## src/hdl/mmu_pkg.sv

```systemverilog
package mmu_pkg;

	// Address widths
	localparam int VADDR_W = 32;
	localparam int PADDR_W = 32;
	localparam int PAGE_W = 12;

	// Translation buffer size
	localparam int TLB_ENTRIES = 8;

	// Region table geometry
	localparam int REGIONS = 4;
	localparam int MODES = 4;
	// Top two address bits select the region
	localparam int REGION_SHIFT = 30;

	// Request queue between capture and check
	localparam int REQ_FIFO_DEPTH = 4;
	localparam int FIFO_PTR_W = $clog2(REQ_FIFO_DEPTH);
	localparam int FIFO_CNT_W = $clog2(REQ_FIFO_DEPTH + 1);

	// Bit positions inside an rwx field
	localparam int RWX_W = 1;
	localparam int RWX_X = 0;

	typedef logic [VADDR_W-1:0] vaddr_t;
	typedef logic [PADDR_W-1:0] paddr_t;
	typedef logic [VADDR_W-PAGE_W-1:0] vpn_t;
	typedef logic [PADDR_W-PAGE_W-1:0] ppn_t;
	typedef logic [7:0] pl_t;
	// Read is bit 2, write bit 1, execute bit 0
	typedef logic [2:0] rwx_t;
	typedef logic [$clog2(TLB_ENTRIES)-1:0] tlb_idx_t;
	typedef logic [$clog2(REGIONS)-1:0] region_idx_t;

	// Value doubles as index into per-mode region attributes
	typedef enum logic [1:0] {
		OM_APP,
		OM_SUPERVISOR,
		OM_HYPERVISOR,
		OM_SECURE
	} op_mode_t;

	typedef enum logic [1:0] {
		RESP_OK,
		RESP_PRIV_FAULT,
		RESP_TLB_MISS
	} resp_code_t;

	typedef enum logic [1:0] {
		CS_IDLE,
		CS_LOOKUP,
		CS_RESP_HIGH,
		CS_RESP_LOW
	} check_state_t;

endpackage

```

## src/hdl/mmu_req_capture.sv

```systemverilog
module mmu_req_capture import mmu_pkg::*; (
	input  logic     clk,
	input  logic     rst,
	// Four-phase request port
	input  logic     req,
	input  vaddr_t   req_vaddr,
	input  logic     req_id,
	input  logic     req_we,
	input  pl_t      req_cpl,
	input  op_mode_t req_om,
	output logic     ack,
	// Push side of the request buffer
	output logic     push,
	output vaddr_t   push_vaddr,
	output logic     push_id,
	output logic     push_we,
	output pl_t      push_cpl,
	output op_mode_t push_om,
	input  logic     full
);

	// Ack low means waiting for a new request
	// Ack high means waiting for req to drop
	// One push per handshake since push needs ack low
	assign push = req && !ack && !full;

	// Source holds the fields stable while req is high
	assign push_vaddr = req_vaddr;
	assign push_id = req_id;
	assign push_we = req_we;
	assign push_cpl = req_cpl;
	assign push_om = req_om;

	always_ff @(posedge clk)
	begin
		if (rst)
			ack <= 1'b0;
		else if (!ack)
		begin
			// Accept only with room in the buffer
			if (req && !full)
				ack <= 1'b1;
		end
		else if (!req)
		begin
			// Source finished its side of the handshake
			ack <= 1'b0;
		end
	end

endmodule

```

## src/hdl/mmu_req_fifo.sv

```systemverilog
module mmu_req_fifo import mmu_pkg::*; (
	input  logic     clk,
	input  logic     rst,
	input  logic     push,
	input  vaddr_t   push_vaddr,
	input  logic     push_id,
	input  logic     push_we,
	input  pl_t      push_cpl,
	input  op_mode_t push_om,
	output logic     full,
	input  logic     pop,
	output logic     empty,
	output vaddr_t   head_vaddr,
	output logic     head_id,
	output logic     head_we,
	output pl_t      head_cpl,
	output op_mode_t head_om
);

	// Storage for queued requests
	vaddr_t   vaddr_mem [REQ_FIFO_DEPTH];
	logic     id_mem [REQ_FIFO_DEPTH];
	logic     we_mem [REQ_FIFO_DEPTH];
	pl_t      cpl_mem [REQ_FIFO_DEPTH];
	op_mode_t om_mem [REQ_FIFO_DEPTH];

	logic [FIFO_PTR_W-1:0] wr_ptr;
	logic [FIFO_PTR_W-1:0] rd_ptr;
	logic [FIFO_CNT_W-1:0] count;
	logic do_push;
	logic do_pop;

	// Wrap at the last slot
	function automatic logic [FIFO_PTR_W-1:0] next_ptr(input logic [FIFO_PTR_W-1:0] ptr);
		if (ptr == FIFO_PTR_W'(REQ_FIFO_DEPTH - 1))
			return '0;
		return ptr + 1'b1;
	endfunction

	assign full = (count == FIFO_CNT_W'(REQ_FIFO_DEPTH));
	assign empty = (count == '0);
	// Ignore push when full and pop when empty
	assign do_push = push && !full;
	assign do_pop = pop && !empty;

	always_ff @(posedge clk)
	begin
		if (rst)
		begin
			wr_ptr <= '0;
			rd_ptr <= '0;
			count <= '0;
		end
		else
		begin
			if (do_push)
				wr_ptr <= next_ptr(wr_ptr);
			if (do_pop)
				rd_ptr <= next_ptr(rd_ptr);
			if (do_push && !do_pop)
				count <= count + 1'b1;
			else if (do_pop && !do_push)
				count <= count - 1'b1;
		end
	end

	always_ff @(posedge clk)
	begin
		if (do_push)
		begin
			vaddr_mem[wr_ptr] <= push_vaddr;
			id_mem[wr_ptr] <= push_id;
			we_mem[wr_ptr] <= push_we;
			cpl_mem[wr_ptr] <= push_cpl;
			om_mem[wr_ptr] <= push_om;
		end
	end

	// Oldest entry
	assign head_vaddr = vaddr_mem[rd_ptr];
	assign head_id = id_mem[rd_ptr];
	assign head_we = we_mem[rd_ptr];
	assign head_cpl = cpl_mem[rd_ptr];
	assign head_om = om_mem[rd_ptr];

endmodule

```

## src/hdl/mmu_tlb.sv

```systemverilog
module mmu_tlb import mmu_pkg::*; (
	input  logic     clk,
	input  logic     rst,
	// Fill port, software names the slot
	input  logic     tlb_we,
	input  tlb_idx_t tlb_idx,
	input  vpn_t     tlb_vpn,
	input  ppn_t     tlb_ppn,
	input  pl_t      tlb_pl,
	input  logic     tlb_u,
	input  rwx_t     tlb_rwx,
	// Lookup
	input  vpn_t     lookup_vpn,
	output logic     hit,
	output ppn_t     hit_ppn,
	output pl_t      hit_pl,
	output logic     hit_u,
	output rwx_t     hit_rwx
);

	logic valid [TLB_ENTRIES];
	vpn_t tag [TLB_ENTRIES];
	// PTE fields
	ppn_t ppn [TLB_ENTRIES];
	pl_t  pl [TLB_ENTRIES];
	logic u [TLB_ENTRIES];
	rwx_t rwx [TLB_ENTRIES];

	// Reset invalidates every slot
	always_ff @(posedge clk)
	begin
		if (rst)
		begin
			for (int i = 0; i < TLB_ENTRIES; i++)
				valid[i] <= 1'b0;
		end
		else if (tlb_we)
			valid[tlb_idx] <= 1'b1;
	end

	always_ff @(posedge clk)
	begin
		if (tlb_we)
		begin
			tag[tlb_idx] <= tlb_vpn;
			ppn[tlb_idx] <= tlb_ppn;
			pl[tlb_idx] <= tlb_pl;
			u[tlb_idx] <= tlb_u;
			rwx[tlb_idx] <= tlb_rwx;
		end
	end

	// Parallel tag compare
	// Scan downward so the lowest matching slot is the last one written
	always_comb
	begin
		hit = 1'b0;
		hit_ppn = '0;
		hit_pl = '0;
		hit_u = 1'b0;
		hit_rwx = '0;
		for (int i = TLB_ENTRIES - 1; i >= 0; i--)
		begin
			if (valid[i] && tag[i] == lookup_vpn)
			begin
				hit = 1'b1;
				hit_ppn = ppn[i];
				hit_pl = pl[i];
				hit_u = u[i];
				hit_rwx = rwx[i];
			end
		end
	end

endmodule

```

## src/hdl/mmu_region_table.sv

```systemverilog
module mmu_region_table import mmu_pkg::*; (
	input  logic                   clk,
	input  logic                   rst,
	// Configuration write
	input  logic                   rgn_we,
	input  region_idx_t            rgn_idx,
	input  op_mode_t               rgn_mode,
	input  rwx_t                   rgn_rwx,
	// Lookup by region number
	input  region_idx_t            lookup_region,
	output rwx_t [MODES-1:0]       region_rwx
);

	// One attribute set per region and mode
	rwx_t attr [REGIONS][MODES];

	// Cleared table leaves every write bit off
	always_ff @(posedge clk)
	begin
		if (rst)
		begin
			for (int r = 0; r < REGIONS; r++)
			begin
				for (int m = 0; m < MODES; m++)
					attr[r][m] <= '0;
			end
		end
		else if (rgn_we)
			attr[rgn_idx][rgn_mode] <= rgn_rwx;
	end

	// All modes of the selected region
	always_comb
	begin
		for (int m = 0; m < MODES; m++)
			region_rwx[m] = attr[lookup_region][m];
	end

endmodule

```

## src/hdl/mmu_attr_check.sv

```systemverilog
module mmu_attr_check import mmu_pkg::*; (
	// Instruction fetch when high
	input  logic             id,
	input  pl_t              cpl,
	input  op_mode_t         om,
	input  logic             we,
	// Fields of the matching PTE
	input  pl_t              pte_pl,
	input  logic             pte_u,
	input  rwx_t             pte_rwx,
	// Region attributes for every mode
	input  rwx_t [MODES-1:0] region_rwx,
	output logic             priv_err
);

	rwx_t rgn;
	logic lvl_err;
	logic fetch_we_err;
	logic rgn_ro_err;
	logic rgn_x_err;
	logic user_err;
	logic pte_ro_err;
	logic pte_x_err;

	// Mode value picks its own region attribute
	assign rgn = region_rwx[om];

	// Data needs cpl at or above pl
	// Fetch needs cpl below pl
	assign lvl_err = id ? (cpl >= pte_pl) : (cpl < pte_pl);
	// Fetch combined with a write
	assign fetch_we_err = id && we;
	// Writes to a read-only region
	assign rgn_ro_err = we && !rgn[RWX_W];
	// Data access into an executable region
	assign rgn_x_err = !id && rgn[RWX_X];
	// Page not marked for user
	assign user_err = !pte_u;
	// Writes to a read-only page
	assign pte_ro_err = we && !pte_rwx[RWX_W];
	// Data access into an executable page
	assign pte_x_err = !id && pte_rwx[RWX_X];

	always_comb
	begin
		priv_err = 1'b0;
		case (om)
			OM_APP:
				priv_err = lvl_err || fetch_we_err || rgn_ro_err || rgn_x_err ||
					user_err || pte_ro_err || pte_x_err;
			// Same as app except user pages are not required
			OM_SUPERVISOR:
				priv_err = lvl_err || fetch_we_err || rgn_ro_err || rgn_x_err ||
					pte_ro_err || pte_x_err;
			// TLB attributes and levels are ignored here
			OM_HYPERVISOR:
				priv_err = fetch_we_err || rgn_ro_err;
			OM_SECURE:
				priv_err = rgn_ro_err;
			default:
				priv_err = 1'b0;
		endcase
	end

endmodule

```

## src/hdl/mmu_check_stage.sv

```systemverilog
module mmu_check_stage import mmu_pkg::*; (
	input  logic        clk,
	input  logic        rst,
	// Request buffer head
	input  logic        empty,
	input  vaddr_t      head_vaddr,
	input  logic        head_id,
	input  logic        head_we,
	input  pl_t         head_cpl,
	input  op_mode_t    head_om,
	output logic        pop,
	// TLB fill
	input  logic        tlb_we,
	input  tlb_idx_t    tlb_idx,
	input  vpn_t        tlb_vpn,
	input  ppn_t        tlb_ppn,
	input  pl_t         tlb_pl,
	input  logic        tlb_u,
	input  rwx_t        tlb_rwx,
	// Region write
	input  logic        rgn_we,
	input  region_idx_t rgn_idx,
	input  op_mode_t    rgn_mode,
	input  rwx_t        rgn_rwx,
	// Four-phase response port
	output logic        resp_req,
	output paddr_t      resp_paddr,
	output resp_code_t  resp_code,
	input  logic        resp_ack
);

	check_state_t state;
	// Request taken from the buffer
	vaddr_t   cur_vaddr;
	logic     cur_id;
	logic     cur_we;
	pl_t      cur_cpl;
	op_mode_t cur_om;
	logic hit;
	ppn_t hit_ppn;
	pl_t  hit_pl;
	logic hit_u;
	rwx_t hit_rwx;
	rwx_t [MODES-1:0] region_rwx;
	logic priv_err;

	mmu_tlb tlb_inst (
		.clk        (clk),
		.rst        (rst),
		.tlb_we     (tlb_we),
		.tlb_idx    (tlb_idx),
		.tlb_vpn    (tlb_vpn),
		.tlb_ppn    (tlb_ppn),
		.tlb_pl     (tlb_pl),
		.tlb_u      (tlb_u),
		.tlb_rwx    (tlb_rwx),
		.lookup_vpn (cur_vaddr[VADDR_W-1:PAGE_W]),
		.hit        (hit),
		.hit_ppn    (hit_ppn),
		.hit_pl     (hit_pl),
		.hit_u      (hit_u),
		.hit_rwx    (hit_rwx)
	);

	mmu_region_table region_table_inst (
		.clk           (clk),
		.rst           (rst),
		.rgn_we        (rgn_we),
		.rgn_idx       (rgn_idx),
		.rgn_mode      (rgn_mode),
		.rgn_rwx       (rgn_rwx),
		.lookup_region (cur_vaddr[REGION_SHIFT +: $bits(region_idx_t)]),
		.region_rwx    (region_rwx)
	);

	mmu_attr_check attr_check_inst (
		.id         (cur_id),
		.cpl        (cur_cpl),
		.om         (cur_om),
		.we         (cur_we),
		.pte_pl     (hit_pl),
		.pte_u      (hit_u),
		.pte_rwx    (hit_rwx),
		.region_rwx (region_rwx),
		.priv_err   (priv_err)
	);

	// Take one request whenever idle
	assign pop = (state == CS_IDLE) && !empty;
	assign resp_req = (state == CS_RESP_HIGH);

	always_ff @(posedge clk)
	begin
		if (rst)
			state <= CS_IDLE;
		else
		begin
			case (state)
				CS_IDLE:
					if (!empty)
						state <= CS_LOOKUP;
				CS_LOOKUP:
					state <= CS_RESP_HIGH;
				// Hold the response until the consumer takes it
				CS_RESP_HIGH:
					if (resp_ack)
						state <= CS_RESP_LOW;
				CS_RESP_LOW:
					if (!resp_ack)
						state <= CS_IDLE;
				default:
					state <= CS_IDLE;
			endcase
		end
	end

	// Payload registers
	always_ff @(posedge clk)
	begin
		if (pop)
		begin
			cur_vaddr <= head_vaddr;
			cur_id <= head_id;
			cur_we <= head_we;
			cur_cpl <= head_cpl;
			cur_om <= head_om;
		end
		// Results stay put through the whole handshake
		if (state == CS_LOOKUP)
		begin
			if (!hit)
			begin
				// No translation for a miss
				resp_paddr <= '0;
				resp_code <= RESP_TLB_MISS;
			end
			else
			begin
				resp_paddr <= {hit_ppn, cur_vaddr[PAGE_W-1:0]};
				resp_code <= priv_err ? RESP_PRIV_FAULT : RESP_OK;
			end
		end
	end

endmodule

```

## src/hdl/mmu_access_unit.sv

```systemverilog
module mmu_access_unit import mmu_pkg::*; (
	input  logic        clk,
	input  logic        rst,
	// Request port
	input  logic        req,
	input  vaddr_t      req_vaddr,
	input  logic        req_id,
	input  logic        req_we,
	input  pl_t         req_cpl,
	input  op_mode_t    req_om,
	output logic        ack,
	// Response port
	output logic        resp_req,
	output paddr_t      resp_paddr,
	output resp_code_t  resp_code,
	input  logic        resp_ack,
	// TLB fill
	input  logic        tlb_we,
	input  tlb_idx_t    tlb_idx,
	input  vpn_t        tlb_vpn,
	input  ppn_t        tlb_ppn,
	input  pl_t         tlb_pl,
	input  logic        tlb_u,
	input  rwx_t        tlb_rwx,
	// Region write
	input  logic        rgn_we,
	input  region_idx_t rgn_idx,
	input  op_mode_t    rgn_mode,
	input  rwx_t        rgn_rwx
);

	// Capture to buffer
	logic     push;
	vaddr_t   push_vaddr;
	logic     push_id;
	logic     push_we;
	pl_t      push_cpl;
	op_mode_t push_om;
	logic     full;
	// Buffer to check stage
	logic     pop;
	logic     empty;
	vaddr_t   head_vaddr;
	logic     head_id;
	logic     head_we;
	pl_t      head_cpl;
	op_mode_t head_om;

	mmu_req_capture req_capture_inst (
		.clk        (clk),
		.rst        (rst),
		.req        (req),
		.req_vaddr  (req_vaddr),
		.req_id     (req_id),
		.req_we     (req_we),
		.req_cpl    (req_cpl),
		.req_om     (req_om),
		.ack        (ack),
		.push       (push),
		.push_vaddr (push_vaddr),
		.push_id    (push_id),
		.push_we    (push_we),
		.push_cpl   (push_cpl),
		.push_om    (push_om),
		.full       (full)
	);

	mmu_req_fifo req_fifo_inst (
		.clk        (clk),
		.rst        (rst),
		.push       (push),
		.push_vaddr (push_vaddr),
		.push_id    (push_id),
		.push_we    (push_we),
		.push_cpl   (push_cpl),
		.push_om    (push_om),
		.full       (full),
		.pop        (pop),
		.empty      (empty),
		.head_vaddr (head_vaddr),
		.head_id    (head_id),
		.head_we    (head_we),
		.head_cpl   (head_cpl),
		.head_om    (head_om)
	);

	mmu_check_stage check_stage_inst (
		.clk        (clk),
		.rst        (rst),
		.empty      (empty),
		.head_vaddr (head_vaddr),
		.head_id    (head_id),
		.head_we    (head_we),
		.head_cpl   (head_cpl),
		.head_om    (head_om),
		.pop        (pop),
		.tlb_we     (tlb_we),
		.tlb_idx    (tlb_idx),
		.tlb_vpn    (tlb_vpn),
		.tlb_ppn    (tlb_ppn),
		.tlb_pl     (tlb_pl),
		.tlb_u      (tlb_u),
		.tlb_rwx    (tlb_rwx),
		.rgn_we     (rgn_we),
		.rgn_idx    (rgn_idx),
		.rgn_mode   (rgn_mode),
		.rgn_rwx    (rgn_rwx),
		.resp_req   (resp_req),
		.resp_paddr (resp_paddr),
		.resp_code  (resp_code),
		.resp_ack   (resp_ack)
	);

endmodule

```

## config.mk

```make
export PLATFORM = sky130hd
export DESIGN_NAME = mmu_access_unit
export DESIGN_NICKNAME = d
export VERILOG_FILES = /design/src/hdl/mmu_pkg.sv /design/src/hdl/mmu_req_capture.sv /design/src/hdl/mmu_req_fifo.sv /design/src/hdl/mmu_tlb.sv /design/src/hdl/mmu_region_table.sv /design/src/hdl/mmu_attr_check.sv /design/src/hdl/mmu_check_stage.sv /design/src/hdl/mmu_access_unit.sv
export SDC_FILE = /design/constraint.sdc
export NUM_CORES = 1
export LEC_CHECK = 0
export BUFFER_PORTS_ARGS = -buffer_cell sky130_fd_sc_hd__buf_2
export CAP_MARGIN = 20
export CELL_PAD_IN_SITES_DETAIL_PLACEMENT = 0
export CELL_PAD_IN_SITES_GLOBAL_PLACEMENT = 2
export CORE_ASPECT_RATIO = 0.6
export CORE_MARGIN = 2
export CORE_UTILIZATION = 45
export CTS_CLUSTER_SIZE = 16
export DETAILED_ROUTE_END_ITERATION = 16
export PLACE_DENSITY_LB_ADDON = 0.1
export SLEW_MARGIN = 30
export SYNTH_ARGS = -nofsm -noshare
export SYNTH_HDL_FRONTEND = slang
export SYNTH_SLANG_ARGS = --single-unit
```

## constraint.sdc

```tcl
create_clock -name clk -period 6.6 [get_ports clk]
set_input_delay 1.65 -clock clk [delete_from_list [all_inputs] [get_ports clk]]
set_output_delay 1.65 -clock clk [all_outputs]
set_load 0.03 [all_outputs]
```

==> impl_metrics.json <==
{
  "ios": 148,
  "synth_edf_count": 686,
  "period_share": 0.8110,
  "crit_chain": "xnor2_1, nand4_1, nor4_2, and2_1, a31o_2, a211o_1, o22ai_1, ha_1, a21oi_1, nor2b_1, o21ai_0, nand2b_1, or4_1, a221oi_1, o211a_1, a311oi_2",
  "synthCells": 1650,
  "ctsHtreeMaxLevel": 3,
  "cts_sinks": 704,
  "min_path_type": "flop to flop",
  "via_count": 14682,
  "use_met3": 0.03794,
  "worstPathRequired_ns": 6.93,
  "antenna_found_initial": 3,
  "cts_hold_buf": 0,
  "io_buffer_count": 145,
  "die-area_mm2": 0.06381,
  "yosysTopAreaCell": "edfxtp_1",
  "routed_wl_mm": 65.81,
  "crit_slowest_cell": "nor4_2",
  "die_w_um": 324.8,
  "drive_gt1_frac": 0.2081,
  "root_buffer": "clkbuf_16",
  "critical_path.max_stage_delay_ns": 0.77,
  "cts-resized-gates": 0,
  "power_density_mw_per_mm2": 354.0,
  "leakagePower_nw": 10.62,
  "die_h_um": 196.5,
  "clk_pin_slew_ns": 0.06,
  "maxSlewHeadroom": 0.3469,
  "clk_latency_ns": 0.61,
  "dr.pass1.iters": 5,
  "cp_top_family": "simple AND/OR/NAND/NOR gates",
  "initial_utilization": 0.4557,
  "outcome": "finished, final reports clean",
  "setup.worst_path.start_class": "flop",
  "postCtsSetupBuffers": 0,
  "synth_ff_type": "edfxtp_1",
  "grt_max_degree": 53,
  "hpwlAfterDp_mm": 39.88,
  "drt_iter0_drc": 1313,
  "clk_path_buf_depth": 3,
  "num_rows": 70,
  "globalplace.congestion": 0.7755,
  "hold_viol_final": 0,
  "grtUsageMet1": 0.3278,
  "grt_overflow_total": 0,
  "ant_nets": 0,
  "synth.distinct_cells": 66,
  "cts-buffers-inserted": 68,
  "rsz0062_at_grt": "false",
  "fin_skew_ns": 0.01992,
  "avgRoutedWirePerCell_um": 24.35,
  "tritoncts": "done",
  "coreArea_mm2": 0.06096,
  "final_max_slew_viol_count": 0,
  "cp-startpoint": "check_stage_inst.cur_vaddr[29]",
  "area_delta_synth_final_pct": 14.07,
  "worst_pin_slew_ns": 0.9796,
  "use_met2": 0.2995,
  "fmax_ghz": 0.1868,
  "yosysSeqAreaShare": 0.7545,
  "grt_pass1_vias": 14396,
  "cp_max_fo": 10,
  "gr-usage-all-layers": 0.2077,
  "yosys.area.top_type_share": 0.7415,
  "worst_ep_arrival_time_ns": 5.68,
  "period_needed_ns": 5.353,
  "vdd_ir_drop_max_v": 0.0001775,
  "r2r-start": "check_stage_inst.cur_vaddr[29]",
  "grt_first_pass_wirelength_mm": 96.24,
  "worstSetupPathType": "flop to flop",
  "rrSetupSlack_ns": 1.25,
  "ys_seq_elements": 704,
  "end_kind": "flop",
  "async_flop_share": 0,
  "syn_nets": 1782,
  "nets": 1958,
  "drc": 0,
  "avgSynthCellArea_um2": 16.84,
  "vias_per_cell": 5.432,
  "hold_start": "check_stage_inst.tlb_inst.valid[3]",
  "cap_violations": 0,
  "yosys-top-cells-area": "edfxtp_1, mux4_2, xnor2_1",
  "setup_violations": 0,
  "ys.warnings.count": 0,
  "fin_setup_tns_ns": 0,
  "grt.busiest_layer": "met1",
  "design_area_mm2": 0.03169,
  "place_area_mm2": 0.02959,
  "syn_area_mm2": 0.02778,
  "path_buf_inv": 0
}
area by class of cell:
type                       instances  area, µm²
tap                              828       1036
antenna                            1      2.502
fill                            5023      29270
clock buffer                      87       1824
clock inverter                    31      256.5
sequential                       704      20970
multi-input combinational        820       6326
timing repair buffer             197       1149
inverter                          35      131.4
flip-flops by register name (all words and copies together), names as in the netlist, 16 cells and up:
signal	cells
check_stage_inst.cur_vaddr	32
check_stage_inst.resp_paddr	32
check_stage_inst.tlb_inst.tag	160
check_stage_inst.tlb_inst.pl	64
check_stage_inst.tlb_inst.ppn	160
req_fifo_inst.cpl_mem	32
check_stage_inst.region_table_inst.attr	24
req_fifo_inst.vaddr_mem	128
check_stage_inst.tlb_inst.rwx	16
synth_stat cells, types with 11 or more instances:
| cell type | number |
|---|---|
| xor2_1 | 68 |
| and2_1 | 30 |
| a31oi_1 | 27 |
| nand2_1 | 81 |
| dfxtp_1 | 18 |
| o221ai_1 | 22 |
| a211oi_1 | 24 |
| inv_1 | 34 |
| a21oi_1 | 12 |
| mux4_2 | 50 |
| nand3_1 | 31 |
| mux2i_1 | 11 |
| nor3_1 | 37 |
| buf_2 | 31 |
| or2_2 | 16 |
| o21ai_1 | 25 |
| nand4_1 | 22 |
| nor4_1 | 13 |
| ha_1 | 19 |
| o31ai_1 | 20 |
| clkbuf_1 | 41 |
| nor2b_1 | 16 |
| nor2_1 | 90 |
| edfxtp_1 | 686 |
| and3_1 | 35 |
| xnor2_1 | 94 |
cell families after synthesis:
group / count (synthesis) / synth area share
muxes: 61 / 0.04450
buffers and inverters: 126 / 0.02072
adders and majority gates: 20 / 0.009278
AOI/OAI and AO/OA: 178 / 0.04567
and+or+nand+nor: 399 / 0.07431
xor gates and xnor gates: 162 / 0.05107
DFF: 704 / 0.7545
through the flow:
stage | worst slack [ns] | utilization | hold slack [ns] | total power [mW] | instances
after floorplan | 0.7164 | - | 0.4318 | 6.979 | 1650
after global placement | 1.252 | 0.4849 | 0.4414 | 7.590 | 2582
after detailed placement | 1.305 | 0.4854 | 0.4508 | 7.644 | 2583
after CTS | 1.263 | 0.5195 | 0.4620 | 11.37 | 2701
after global routing | 0.9569 | 0.5199 | 0.4810 | 11.68 | 2703
final | 1.247 | 0.5199 | 0.4586 | 11.22 | 2703
placed cells by master (no fill, tap or decap), types with 4 or more instances in the layout:
cell / Yosys / final
nor2b_1: 16 / 16
xnor2_1: 94 / 94
clkinv_2: 0 / 10
clkinv_1: 0 / 11
xor2_1: 68 / 68
clkbuf_1: 41 / 15
o21ai_1: 25 / 25
nor2_1: 90 / 83
nand2b_1: 9 / 9
and2_1: 30 / 25
nand3_1: 31 / 31
o21ai_0: 9 / 9
and3_1: 35 / 35
clkbuf_16: 0 / 69
a211oi_1: 24 / 24
a221oi_1: 4 / 4
nor4_2: 6 / 5
or2_2: 16 / 16
nor3_1: 37 / 34
a211o_1: 4 / 4
nor4_1: 13 / 13
mux4_2: 50 / 50
nor2_4: 0 / 6
buf_4: 3 / 50
o221ai_1: 22 / 22
buf_2: 31 / 145
a21oi_1: 12 / 12
dfxtp_1: 18 / 16
a31oi_1: 27 / 27
nand4_1: 22 / 22
ha_1: 19 / 18
edfxtp_1: 686 / 686
and2_2: 0 / 5
mux2i_1: 11 / 11
inv_1: 34 / 33
o31ai_1: 20 / 20
or3_1: 4 / 4
nand2_1: 81 / 81
report_power, final:
group,total (mW),switching [mW],leakage [nW],internal (mW)
registers,5.81,0.396,6.43,5.41
clock network,3.72,1.64,1.02,2.08
logic,1.69,0.987,3.16,0.704
worst paths after layout:
path	endpoint	depth (start not counted)
setup / recovery	check_stage_inst.resp_code[0]	16
hold / removal	check_stage_inst.tlb_inst.valid[3]	2
setup reg to reg	check_stage_inst.resp_code[0]	16
hold reg to reg	check_stage_inst.tlb_inst.valid[3]	2
layer usage:
layer,wire (µm),part of all wire
met3,3629,0.055
met2,28490,0.43
met1,32540,0.49
met4,1116,0.017
met5,29,0.00044
tightest hold or removal path: cells and delay by family, from the launching register on:
| family | cells | cell delay (ns) |
|---|---|---|
| DFF | 1 | 0.32 |
| and+or+nand+nor | 2 | 0.10 |
Note: power is estimated with default switching activity, not from simulation.
